[config.mk]
export PLATFORM = sky130hd
export DESIGN_NAME = logic_sniffer
export DESIGN_NICKNAME = d
export VERILOG_FILES = /design/src/common/sniffer_pkg.sv /design/src/common/sample_mem_if.sv /design/src/common/tx_req_if.sv /design/src/core/sniffer_core.sv /design/src/logic_sniffer.sv /design/src/sample_ram.sv /design/src/uart/tuart_rx.sv /design/src/uart/tuart_tx.sv
export SDC_FILE = /design/constraint.sdc
export NUM_CORES = 2
export LEC_CHECK = 0
export ABC_AREA = 1
export ABC_CLOCK_PERIOD_IN_PS = 5500
export BUFFER_PORTS_ARGS = -buffer_cell sky130_fd_sc_hd__buf_2
export CORE_MARGIN = 2
export CORE_UTILIZATION = 50
export CTS_CLUSTER_SIZE = 14
export DETAILED_ROUTE_END_ITERATION = 10
export GPL_TIMING_DRIVEN = 1
export PLACE_DENSITY = 0.63
export SLEW_MARGIN = 20
export SYNTH_ARGS = -nofsm -noshare
export SYNTH_HDL_FRONTEND = slang
export SYNTH_SLANG_ARGS = --single-unit
[constraint.sdc]
create_clock -name clk_i -period 5.5 [get_ports clk_i]
set_input_delay 0 -clock clk_i [delete_from_list [all_inputs] [get_ports clk_i]]
set_output_delay 0 -clock clk_i [all_outputs]
set_load 0.01 [all_outputs]
[src/common/sniffer_pkg.sv]
// shared sizes, SUMP opcodes, UART timing and command word layout, imported by RTL and testbench
package sniffer_pkg;

  localparam int chls_w      = 32;  // input channels, one sample word per clock
  localparam int mem_aw      = 5;
  localparam int word_bits   = 8;   // one UART byte
  localparam int cmd_bytes   = 4;   // data bytes following a long opcode
  localparam int clk_per_bit = 10;
  localparam int baud_cnt_w  = $clog2(clk_per_bit);

  // SUMP opcodes, anything with bit 7 set carries four data bytes
  localparam logic [7:0] opc_reset      = 8'h00;
  localparam logic [7:0] opc_run        = 8'h01;
  localparam logic [7:0] opc_id         = 8'h02;
  localparam logic [7:0] opc_xon        = 8'h11;
  localparam logic [7:0] opc_xoff       = 8'h13;
  localparam logic [7:0] opc_trig_mask  = 8'hC0;
  localparam logic [7:0] opc_trig_value = 8'hC1;
  localparam logic [7:0] opc_counts     = 8'h81;

  // goes out low byte first, so the line shows "1ALS"
  localparam logic [31:0] id_word = 32'h534C_4131;

  localparam logic [2:0] core_idle  = 3'd0;
  localparam logic [2:0] core_armed = 3'd1;  // writing the ring, waiting for a match
  localparam logic [2:0] core_store = 3'd2;  // writing the samples after the match
  localparam logic [2:0] core_read  = 3'd3;  // address presented, read data due next clock
  localparam logic [2:0] core_send  = 3'd4;  // word waiting for the transmitter

  // the four data bytes of a long command, the counts layout is used by opcode 0x81 only
  typedef union packed {
    logic [31:0] raw;
    struct packed {
      logic [15:0] read_count;
      logic [15:0] delay_count;
    } counts;
  } cmd_word_u;

  typedef logic [2:0] tx_sel_t;  // bytes in one transmit request, 1 to 4

endpackage

[src/common/sample_mem_if.sv]
// port of the capture core to the sample memory, the core modport writes and reads it
interface sample_mem_if import sniffer_pkg::*; ();

  logic              we;
  logic [mem_aw-1:0] addr;
  logic [chls_w-1:0] wdata;
  logic [chls_w-1:0] rdata;  // valid one clock after addr

  modport core (
    output we, addr, wdata,
    input  rdata
  );

  modport memory (
    input  we, addr, wdata,
    output rdata
  );

endinterface

[src/common/tx_req_if.sv]
// transmit request from the core to the UART transmitter, a word of one to four bytes
interface tx_req_if import sniffer_pkg::*; ();

  logic                           stb;   // request is taken when stb and rdy are both high
  logic                           rdy;
  logic [cmd_bytes*word_bits-1:0] data;
  tx_sel_t                        sel;
  logic                           xon;   // one-cycle pulse
  logic                           xoff;  // one-cycle pulse

  // the core raises stb only while rdy is high
  modport core (
    output stb, data, sel, xon, xoff,
    input  rdy
  );

  // rdy drops on the clock after a request and returns after the last stop bit
  modport uart (
    input  stb, data, sel, xon, xoff,
    output rdy
  );

endinterface

[src/core/sniffer_core.sv]
// command decoder, trigger compare, ring capture and newest-first readback of the analyzer
module sniffer_core import sniffer_pkg::*; (
  input  logic                 clk_i,
  input  logic                 rst_n_i,
  input  logic [chls_w-1:0]    chls_i,
  input  logic [word_bits-1:0] opc_i,
  input  cmd_word_u            cmd_i,
  input  logic                 exec_i,
  sample_mem_if.core           mem,
  tx_req_if.core               tx
);

  logic [2:0]        state;
  logic [chls_w-1:0] trig_mask;
  logic [chls_w-1:0] trig_value;
  logic [15:0]       read_cnt;
  logic [15:0]       delay_cnt;
  logic [15:0]       dly_left;   // samples still to store after the trigger
  logic [15:0]       rd_left;    // words still to send
  logic [mem_aw-1:0] wr_addr;
  logic [mem_aw-1:0] rd_addr;
  logic              id_pend;
  logic              match;
  logic              cap_done;
  logic              take;

  assign match = ((chls_i ^ trig_value) & trig_mask) == '0;

  // the write on this clock is the last one of the capture
  assign cap_done = (state == core_armed && match && delay_cnt == '0) ||
                    (state == core_store && dly_left == 16'd1);

  assign mem.we    = state == core_armed || state == core_store;
  assign mem.addr  = mem.we ? wr_addr : rd_addr;
  assign mem.wdata = chls_i;

  // an id answer goes ahead of a waiting readback word
  assign tx.stb  = tx.rdy && (id_pend || state == core_send);
  assign tx.data = id_pend ? id_word : mem.rdata;
  assign tx.sel  = tx_sel_t'(cmd_bytes);
  assign take    = tx.stb && tx.rdy;

  always_ff @(posedge clk_i) begin
    if (!rst_n_i) begin
      trig_mask  <= '0;
      trig_value <= '0;
      read_cnt   <= '0;
      delay_cnt  <= '0;
      tx.xon     <= 1'b0;
      tx.xoff    <= 1'b0;
    end else begin
      tx.xon  <= exec_i && opc_i == opc_xon;
      tx.xoff <= exec_i && opc_i == opc_xoff;
      if (exec_i) begin
        case (opc_i)
          opc_trig_mask:  trig_mask <= cmd_i.raw;
          opc_trig_value: trig_value <= cmd_i.raw;
          opc_counts: begin
            read_cnt  <= cmd_i.counts.read_count;
            delay_cnt <= cmd_i.counts.delay_count;
          end
          default: ;  // unknown opcodes are dropped
        endcase
      end
    end
  end

  always_ff @(posedge clk_i) begin
    if (!rst_n_i) begin
      state    <= core_idle;
      id_pend  <= 1'b0;
      wr_addr  <= '0;
      rd_addr  <= '0;
      dly_left <= '0;
      rd_left  <= '0;
    end else begin
      if (exec_i && opc_i == opc_id) id_pend <= 1'b1;
      else if (take) id_pend <= 1'b0;

      if (mem.we) wr_addr <= wr_addr + 1'b1;  // the ring simply wraps

      if (exec_i && opc_i == opc_reset) begin
        state <= core_idle;
      end else if (exec_i && opc_i == opc_run) begin
        state <= core_armed;
      end else begin
        case (state)
          core_armed, core_store: begin
            if (cap_done) begin
              rd_addr <= wr_addr;  // newest sample goes out first
              rd_left <= read_cnt;
              state   <= (read_cnt == '0) ? core_idle : core_read;
            end else if (state == core_armed && match) begin
              dly_left <= delay_cnt;
              state    <= core_store;
            end else if (state == core_store) begin
              dly_left <= dly_left - 1'b1;
            end
          end
          core_read: state <= core_send;
          core_send: begin
            if (take && !id_pend) begin
              rd_addr <= rd_addr - 1'b1;
              rd_left <= rd_left - 1'b1;
              state   <= (rd_left == 16'd1) ? core_idle : core_read;
            end
          end
          default: state <= core_idle;
        endcase
      end
    end
  end

  // writing to the ring only ever begins on the clock after a run command
  we_after_run: assert property (@(posedge clk_i) disable iff (!rst_n_i)
    $rose(mem.we) |-> $past(exec_i && opc_i == opc_run));

endmodule

[src/logic_sniffer.sv]
// top level of the SUMP logic analyzer, connects UART receiver, core, sample memory and transmitter
module logic_sniffer import sniffer_pkg::*; (
  input  logic              clk_i,
  input  logic              rst_n_i,
  input  logic [chls_w-1:0] chls_i,  // sampled once per clock
  input  logic              rx_i,
  output logic              tx_o
);

  logic [word_bits-1:0] rx_opc;
  cmd_word_u            rx_cmd;
  logic                 rx_exec;

  sample_mem_if mem_bus ();
  tx_req_if     tx_bus ();

  tuart_rx u_rx (
    .clk_i   (clk_i),
    .rst_n_i (rst_n_i),
    .rx_i    (rx_i),
    .opc_o   (rx_opc),
    .cmd_o   (rx_cmd),
    .exec_o  (rx_exec)
  );

  sniffer_core u_core (
    .clk_i   (clk_i),
    .rst_n_i (rst_n_i),
    .chls_i  (chls_i),
    .opc_i   (rx_opc),
    .cmd_i   (rx_cmd),
    .exec_i  (rx_exec),
    .mem     (mem_bus.core),
    .tx      (tx_bus.core)
  );

  sample_ram u_ram (
    .clk_i (clk_i),
    .mem   (mem_bus.memory)
  );

  tuart_tx u_tx (
    .clk_i   (clk_i),
    .rst_n_i (rst_n_i),
    .tx      (tx_bus.uart),
    .tx_o    (tx_o)
  );

endmodule

[src/sample_ram.sv]
// sample ring memory of the capture core, one write port and a registered read on the same address
module sample_ram import sniffer_pkg::*; (
  input  logic         clk_i,
  sample_mem_if.memory mem
);

  logic [chls_w-1:0] ram_q [2**mem_aw];

  always_ff @(posedge clk_i) begin
    if (mem.we) begin
      ram_q[mem.addr] <= mem.wdata;
    end
  end

  // read data shows up one clock after the address
  always_ff @(posedge clk_i) begin
    mem.rdata <= ram_q[mem.addr];
  end

endmodule

[src/uart/tuart_rx.sv]
// UART receiver that collects an opcode plus four data bytes for long commands, then strobes exec
module tuart_rx import sniffer_pkg::*; (
  input  logic                 clk_i,
  input  logic                 rst_n_i,
  input  logic                 rx_i,
  output logic [word_bits-1:0] opc_o,
  output cmd_word_u            cmd_o,
  output logic                 exec_o
);

  logic [1:0]                     rx_sync;
  logic                           busy;
  logic [3:0]                     bit_idx;  // 0 is the start bit, word_bits + 1 the stop bit
  logic [baud_cnt_w-1:0]          clk_cnt;
  logic [word_bits-1:0]           shift_q;
  logic                           byte_vld;
  logic                           collecting;
  logic [$clog2(cmd_bytes)-1:0]   byte_cnt;

  always_ff @(posedge clk_i) begin
    if (!rst_n_i) begin
      rx_sync  <= 2'b11;  // idle line is high
      busy     <= 1'b0;
      bit_idx  <= '0;
      clk_cnt  <= '0;
      byte_vld <= 1'b0;
    end else begin
      rx_sync  <= {rx_sync[0], rx_i};
      byte_vld <= 1'b0;
      if (!busy) begin
        if (!rx_sync[1]) begin  // falling edge of a start bit
          busy    <= 1'b1;
          bit_idx <= '0;
          clk_cnt <= '0;
        end
      end else if ((bit_idx == '0 && clk_cnt == baud_cnt_w'(clk_per_bit / 2 - 1)) ||
                   (bit_idx != '0 && clk_cnt == baud_cnt_w'(clk_per_bit - 1))) begin
        clk_cnt <= '0;
        if (bit_idx == '0) begin
          if (rx_sync[1]) busy <= 1'b0;  // a glitch, no real start bit
          else bit_idx <= 4'd1;
        end else if (bit_idx == 4'(word_bits + 1)) begin
          busy     <= 1'b0;
          byte_vld <= rx_sync[1];  // a missing stop bit drops the byte
        end else begin
          bit_idx <= bit_idx + 1'b1;
        end
      end else begin
        clk_cnt <= clk_cnt + 1'b1;
      end
    end
  end

  // the shift register picks up each data bit at mid-period, least significant bit first
  always_ff @(posedge clk_i) begin
    if (busy && bit_idx != '0 && bit_idx != 4'(word_bits + 1) &&
        clk_cnt == baud_cnt_w'(clk_per_bit - 1)) begin
      shift_q <= {rx_sync[1], shift_q[word_bits-1:1]};
    end
    if (byte_vld && !collecting) opc_o <= shift_q;
    if (byte_vld && collecting) cmd_o.raw <= {shift_q, cmd_o.raw[31:word_bits]};
  end

  always_ff @(posedge clk_i) begin
    if (!rst_n_i) begin
      collecting <= 1'b0;
      byte_cnt   <= '0;
      exec_o     <= 1'b0;
    end else begin
      exec_o <= 1'b0;
      if (byte_vld) begin
        if (!collecting) begin
          if (shift_q[word_bits-1]) begin  // long command, data bytes follow
            collecting <= 1'b1;
            byte_cnt   <= '0;
          end else begin
            exec_o <= 1'b1;
          end
        end else begin
          byte_cnt <= byte_cnt + 1'b1;
          if (byte_cnt == 2'(cmd_bytes - 1)) begin
            collecting <= 1'b0;
            exec_o     <= 1'b1;
          end
        end
      end
    end
  end

  // commands are at least one byte apart, so exec is always a single pulse
  exec_single_pulse: assert property (@(posedge clk_i) disable iff (!rst_n_i)
    exec_o |=> !exec_o);

endmodule

[src/uart/tuart_tx.sv]
// UART transmitter that sends one to four bytes of a request word, low byte first, with xon/xoff
module tuart_tx import sniffer_pkg::*; (
  input  logic   clk_i,
  input  logic   rst_n_i,
  tx_req_if.uart tx,
  output logic   tx_o
);

  logic [cmd_bytes*word_bits-1:0] data_q;
  logic [word_bits:0]             shift_q;  // stop bit sits above the data byte
  tx_sel_t                        left;     // bytes not yet started
  logic                           sending;
  logic                           paused;
  logic [3:0]                     bit_idx;
  logic [baud_cnt_w-1:0]          clk_cnt;
  logic                           take;
  logic                           start_byte;
  logic                           bit_end;

  assign take       = tx.stb && tx.rdy;
  assign start_byte = !sending && left != '0 && !paused;  // xoff only holds back the next byte
  assign bit_end    = sending && clk_cnt == baud_cnt_w'(clk_per_bit - 1);

  always_ff @(posedge clk_i) begin
    if (!rst_n_i) begin
      tx.rdy  <= 1'b1;
      left    <= '0;
      sending <= 1'b0;
      paused  <= 1'b0;
      bit_idx <= '0;
      clk_cnt <= '0;
      tx_o    <= 1'b1;
    end else begin
      if (tx.xoff) paused <= 1'b1;
      else if (tx.xon) paused <= 1'b0;

      if (take) begin
        tx.rdy <= 1'b0;
        left   <= tx.sel;
      end else if (start_byte) begin
        sending <= 1'b1;
        left    <= left - 1'b1;
        bit_idx <= '0;
        clk_cnt <= '0;
        tx_o    <= 1'b0;  // start bit
      end else if (bit_end) begin
        clk_cnt <= '0;
        if (bit_idx == 4'(word_bits + 1)) begin
          sending <= 1'b0;
          if (left == '0) tx.rdy <= 1'b1;  // stop bit of the last byte is done
        end else begin
          bit_idx <= bit_idx + 1'b1;
          tx_o    <= shift_q[0];
        end
      end else if (sending) begin
        clk_cnt <= clk_cnt + 1'b1;
      end
    end
  end

  always_ff @(posedge clk_i) begin
    if (take) data_q <= tx.data;
    else if (start_byte) data_q <= data_q >> word_bits;

    if (start_byte) shift_q <= {1'b1, data_q[word_bits-1:0]};
    else if (bit_end) shift_q <= {1'b1, shift_q[word_bits:1]};
  end

  // the core must ask for at least one byte and no more than a word holds
  sel_in_range: assert property (@(posedge clk_i) disable iff (!rst_n_i)
    take |-> (tx.sel >= 3'd1 && tx.sel <= tx_sel_t'(cmd_bytes)));

endmodule
Word level (Yosys, flattened, before mapping)
Memory sizes are Yosys's and may differ from the RTL's. A register that Yosys moved wholly into a read port is not among the register bits.
Index checks and enable logic that the tools add are counted.
Widths: inputs -> output; s select.
- register bits after elaboration: 263
- RAM bits: 1024
- output and inout bits: 1
- word-level logic and storage cells: 221
- memories: 1
- memory list (name ; depth ; width ; read ports ; clocked after memory_dff ; write ports ; RTL line ; RTL):
    u_ram.ram_q ; 32 ; 32 ; 1 ; 1 ; 1 ; sample_ram.sv:7 ; logic [chls_w-1:0] ram_q [2**mem_aw];
- $add $sub $neg: 10
- equality and inequality tests: 31
- muxes and demuxes: 67
- bitwise operators: 10
- reduce and logical (&&, ||, !) cells: 68
- operators with widths (kind ; count):
    $mux 32 ; 3
    $mux 16 ; 4
    $mux 4 ; 14
    $and 32x32->32 ; 1
    $eq 16x1->1 const B ; 2
    $logic_not 16->1 ; 2
    $logic_not 32->1 ; 1
    $pmux 16 s2 ; 1
    $sub 16x1->16 const B ; 2
    $xor 32x32->32 ; 1
    $mux 1 ; 29
    $eq 8x8->1 const B ; 3
    $reduce_bool 2->1 ; 11
    $logic_and 1x1->1 ; 21
    $add 4x1->4 const B ; 4
    $eq 4x4->1 const B ; 4
    $eq 8x5->1 const B ; 2
    $mux 8 ; 2
    $reduce_and 2->1 ; 8
    $mux 3 ; 5
    $mux 5 ; 3
    $ne 2x2->1 const B ; 5
    $pmux 5 s2 ; 1
    $reduce_and 5->1 ; 2
    other kinds (31) ; 55

Depth between registers and ports, before layout
- word-level depth: 9
- gate-level depth with buffers: 16
- gate-level depth less buffers: 14

Modules after synthesis
From an unflattened synthesis, not the netlist that was laid out.
- cells, all modules: 5796
- area, all modules: 55783.5 um^2
- modules (own cells, without submodules) (module ; times used ; cells each ; area each (um^2) ; sequential area each (um^2)):
    sample_ram ; 1 ; 4091 ; 42919.9 ; 31390.1
    sniffer_core ; 1 ; 1258 ; 7972.6 ; 2882.8
    tuart_tx ; 1 ; 281 ; 2548.7 ; 1501.4
    tuart_rx ; 1 ; 166 ; 2342.2 ; 1761.7

Worst setup path before layout
No wires, ideal clock.
- path kind: reg-to-reg
- start point: register u_core.state[1]
- end point: memory u_ram.ram_q[4][0], enable pin
- library setup time: 0.421 ns
- arrival time: 3.043 ns
- data required time: 5.079 ns
- slack: 2.036 ns
- stages on the path, launching flop included: 12
- buffers on the path: 2
- period minus slack after synthesis: 3.464 ns
- path through: dfxtp_1 inv_1 nand3_2 nand2_4 buf_6 nand2_2 o21ai_4 inv_6 nor3_4 buf_6 inv_1 nor2_1
- word-level cells in the longest chain between the ends: 4
- elaborated cells between the ends (all ways): 6
- those cells by class: 2 x eq/ne; 3 x mux; 1 x reduce/logical
- RTL lines (element ; RTL line ; RTL):
    from (decl) ; sniffer_core.sv:13 ; logic [2:0] state;
    from (signal assigned) ; sniffer_core.sv:70 ; state <= core_idle;
    from (signal assigned) ; sniffer_core.sv:83 ; state <= core_idle;
    from (signal assigned) ; sniffer_core.sv:85 ; state <= core_armed;
    $eq 3x1->1 / $eq 3x2->1 (equally long branches) ; sniffer_core.sv:33 ; assign mem.we = state == core_armed || state == core_store;
    $logic_or 1x1->1 * ; sniffer_core.sv:33 ;
    $mux 1 ; sample_ram.sv:10 ; if (mem.we) begin
    $mux 1 (implied by the code) ; sample_ram.sv:11 ; ram_q[mem.addr] <= mem.wdata;
    to (decl) ; sample_ram.sv:7 ;
Every way passes the cells marked *; elsewhere a longest branch is shown, timed or not.

Worst setup path after layout
- start point: register u_core.state[1]
- end point: register u_core.rd_left[13]
- word-level cells in the longest chain between the ends: 7
- elaborated cells between the ends (all ways): 17
- those cells by class: 5 x eq/ne; 1 x mux; 11 x reduce/logical
- RTL lines (element ; RTL line ; RTL):
    $eq 3x3->1 ; sniffer_core.sv:38, sniffer_core.sv:87 ;
    $logic_or 1x1->1 ; sniffer_core.sv:38 ; assign tx.stb = tx.rdy && (id_pend || state == core_send);
    $logic_and 1x1->1 ; sniffer_core.sv:38 ;
    $logic_and 1x1->1 ; sniffer_core.sv:41 ; assign take = tx.stb && tx.rdy;
    $logic_and 1x1->1 ; sniffer_core.sv:102 ; if (take && !id_pend) begin
    $ne 2x2->1 (no line) ; n/a ;
    $reduce_and 5->1 (no line) ; n/a ;
    to (signal assigned) ; sniffer_core.sv:91 ; rd_left <= read_cnt;
    to (signal assigned) ; sniffer_core.sv:104 ; rd_left <= rd_left - 1'b1;
    to (decl) ; sniffer_core.sv:19 ; logic [15:0] rd_left;
Several ways; a longest one is shown, not always the timed one.
A chain may end at the register's enable or synchronous reset.

==> run_results.csv <==
group,metric,value,unit
timing,finalSetupViolCount,0,
layout,area_delta_synth_final,12.6,%
placed_design,port_buffers,35,
timing,rsz0062_at_grt,"no",
global_routing,antenna_found_initial,4,
drt,detail-route-antenna-nets,0,
layout,num_antenna_cells,0,
timing,clock_skew,0.0345,ns
placed_design,hpwl,88.5,mm
drt,wl_per_cell,25.3,um
logic_synthesis,synth-main-ff-cell,"edfxtp_1",
power,p_int,16600,uW
drt,num_vias,36653,
power,combPwrFrac,0.033,
floorplanning,rows,119,
power,power_frac_seq,0.531,
logic_synthesis,syn_nets,4650,
floorplanning,start_util,0.503,
worst_setup_path,worstPathRequired,6.12,ns
layout,drive_above_1_share,0.0837,
drt,wirelength,155,mm
power,switching_share,0.208,
floorplanning,die_x,329,um
timing,timing.final.crit_share,0.718,
global_routing,grt_start_max_net_pins,161,
logic_synthesis,synth_edf_count,1112,
worst_setup_path,worstSetupStartpointType,"register",
drt,via_per_inst,5.99,
power,p_per_area,352,nW/um^2
run,cap_violations,0,
global_routing,grt_pass1_vias,34512,
power,peakVddDrop,0.252,mV
floorplanning,ioPinCount,36,
timing,hold_violations,0,
timing,hold_slack,0.0304,ns
logic_synthesis,synth_cells,4596,
clock_network,clk_pin_slew,0.06,ns
logic_synthesis,synth_seq_area_share,0.710,
logic_synthesis,yosys_warnings,0,
logic_synthesis,yosysUniqueCellTypes,47,
worst_setup_path,crit_family,"simple AND/OR/NAND/NOR gates",
placed_design,gp_congestion,0.878,
worst_setup_path,slowest_stage,"a21oi_2",
timing,tightest_slew,1.11,ns
logic_synthesis,syn_area_per_cell,11.5,sq um
clock_network,cts_tree,"yes",
timing,max_freq,253,MHz
timing,fin_crit,3.95,ns
layout,finalNetCount,4672,
global_routing,overflow,0,
worst_setup_path,startpoint,"u_core.state[1]$_SDFFE_PP0P_",
floorplanning,die_height,329,um
clock_network,cts_max_path_buffers,3,
worst_setup_path,worstSetupPathType,"reg -> reg",
layout,multi_input_area,13600,sq um
timing,setup_tns,0,ns
clock_network,cts_buffers,136,
logic_synthesis,ys_ff_latch,1319,
worst_setup_path,endpoint_kind,"register",
drt,drc,0,
clock_network,h-tree-depth,4,
clock_network,insertion_delay,0.75,ns
power,power.switching,4350,uW
power,p_leak,0.0207,uW
logic_synthesis,syn_area,52900,sq um
power,clockPowerShare,0.435,
timing,final-max-slew-violation-count,0,
global_routing,track_usage,0.286,
logic_synthesis,async_flop_share,0,
worst_setup_path,critPathMaxFanout,22,
clock_network,cts-resized-gates,0,
worst_setup_path,max_stage_delay,0.67,ns
layout,seq_area,37500,sq um
worst_setup_path,arrival,4.57,ns
timing,slew_headroom,0.257,
drt,drtIter0Drc,4640,
worst_setup_path,cp_num_buf_inv,3,
layout,nFillCells,8677,
worst_setup_path,worstPathCellList,"inv_1, nand3_1, a21oi_2, nand2_1, inv_2, nor2_1, nor3_2, buf_4, nand2_1, o21ai_0, nor2_1",
global_routing,grt_pass1_wl,229,mm
status,status,"complete, no violations",
clock_network,cts_setup_buffers,0,
min_path,hp-class,"in -> reg",
min_path,hold_start,"chls_i[4]",
clock_network,clock-root-buffer,"clkbuf_16",
drt,drtPass1Iterations,6,
clock_network,clock-sinks,1319,
floorplanning,core,105000,sq um
floorplanning,die-area,108000,sq um
worst_setup_path,reg2reg_from,"u_core.state[1]$_SDFFE_PP0P_",
[cell type report]
| class | count | share of cell area |
|---|---|---|
| Inverter | 194 | 0.0127 |
| Clock inverter | 65 | 0.0108 |
| Timing Repair Buffer | 164 | 0.0253 |
| Clock buffer | 184 | 0.0631 |
| Multi-Input combinational cell | 2803 | 0.228 |
| Sequential cell | 1319 | 0.630 |
| Tap cell | 1391 | 0.0292 |
[cells in the mapped netlist (4+ instances only)]
master | count | area share
inv_1 | 181 | 0.013
nor3_1 | 22 | 0.0021
nor4_1 | 9 | 0.0011
o22ai_1 | 6 | 0.00071
buf_6 | 14 | 0.0030
buf_2 | 125 | 0.012
o21ai_4 | 4 | 0.0012
o21ai_0 | 150 | 0.014
a21oi_1 | 91 | 0.0086
nand2_1 | 1201 | 0.085
o22a_1 | 8 | 0.0013
xor2_1 | 8 | 0.0013
nand4_1 | 526 | 0.062
nand2_2 | 4 | 0.00047
dfxtp_1 | 207 | 0.078
edfxtp_1 | 1112 | 0.63
a31oi_1 | 4 | 0.00047
a22o_1 | 16 | 0.0026
ha_1 | 19 | 0.0045
a211oi_1 | 4 | 0.00057
clkbuf_1 | 129 | 0.0092
nor3_4 | 7 | 0.0022
inv_2 | 6 | 0.00043
xnor2_1 | 5 | 0.00083
nor2_1 | 336 | 0.024
clkinv_1 | 4 | 0.00028
nand3_1 | 351 | 0.033
or2_2 | 11 | 0.0013
buf_1 | 9 | 0.00064
[cells in the final DEF (no fill, tap or decap), types with 5 or more instances in the layout]
cell type         n
xnor2_1           5
o21ai_0         150
dfxtp_1         207
o22a_1            8
clkbuf_1         35
clkinv_2         17
inv_1           181
bufinv_16        11
clkbuf_16       140
a21oi_1          91
o22ai_1           6
xor2_1            8
dlygate4sd3_1    34
nand2_1        1201
buf_12           19
nand4_1         526
buf_4            75
nand3_1         350
nor3_4            8
edfxtp_1       1112
nor3_1           22
nor2_4           33
ha_1             19
inv_6             8
clkinv_1         30
buf_2            34
nor4_1            9
a22o_1           16
nor2_1          303
clkbuf_8          9
or2_2            11
[state kept, by name, indices dropped and copies added, names as in the netlist, 16 cells and up]
name / count
u_core.delay_cnt: 16
u_core.dly_left: 16
u_core.rd_left: 16
u_core.read_cnt: 16
u_core.trig_mask: 32
u_core.trig_value: 32
u_ram.mem.rdata: 32
u_ram.ram_q: 1024
u_rx.cmd_o: 32
u_tx.data_q: 32
[cells by family after synthesis]
family / synth area share
flops: 0.710
buf+inv: 0.0390
fa+ha+maj: 0.00449
xor+xnor: 0.00215
compound gates: 0.0309
simple gates: 0.214
[per-stage QoR]
step / std cells / area, sq um / util / power [uW] / worst slack, ns
finish: 6120 / 59500 / 0.566 / 21000 / 1.55
detailed placement: 5837 / 54800 / 0.521 / 12000 / 1.54
CTS: 6120 / 59500 / 0.566 / 21100 / 1.53
global route: 6120 / 59500 / 0.566 / 21500 / 1.05
floorplan: 4596 / 52900 / - / 11700 / 2.04
global placement: 5828 / 54600 / 0.519 / 12000 / 1.64
[power by group through the flow]
stage                     sequential [uW]  clock, uW  combinational [uW]
after floorplan                     11300          0                 378
after global placement              11300          0                 669
after detailed placement            11300          0                 682
after CTS                           11100       9210                 706
after global routing                11200       9590                 795
final                               11100       9120                 701
[layer usage]
layer,share of wire,GRT usage,wire (um)
met5,0.000077,0,12
met4,0.039,0.112,6000
met3,0.096,0.0473,14800
met2,0.46,0.440,71000
met1,0.41,0.408,63200
[repair_timing]
item,in CTS,in global routing
endpoints found under the hold margin,992,0
setup endpoints to repair,0,0
hold buffers,34,0
[worst paths after layout]
kind | to | slack (ns) | depth (start not counted)
worst min-delay path | u_ram.ram_q[22][4]$_DFFE_PP_ | 0.03 | 2
worst max register to register | u_core.rd_left[13]$_SDFFE_PN0P_ | 1.55 | 11
worst max-delay path | u_core.rd_left[13]$_SDFFE_PN0P_ | 1.55 | 11
worst min register to register | u_rx.rx_sync[1]$_SDFF_PN1_ | 0.41 | 1
(Power assumes the default switching activity.)
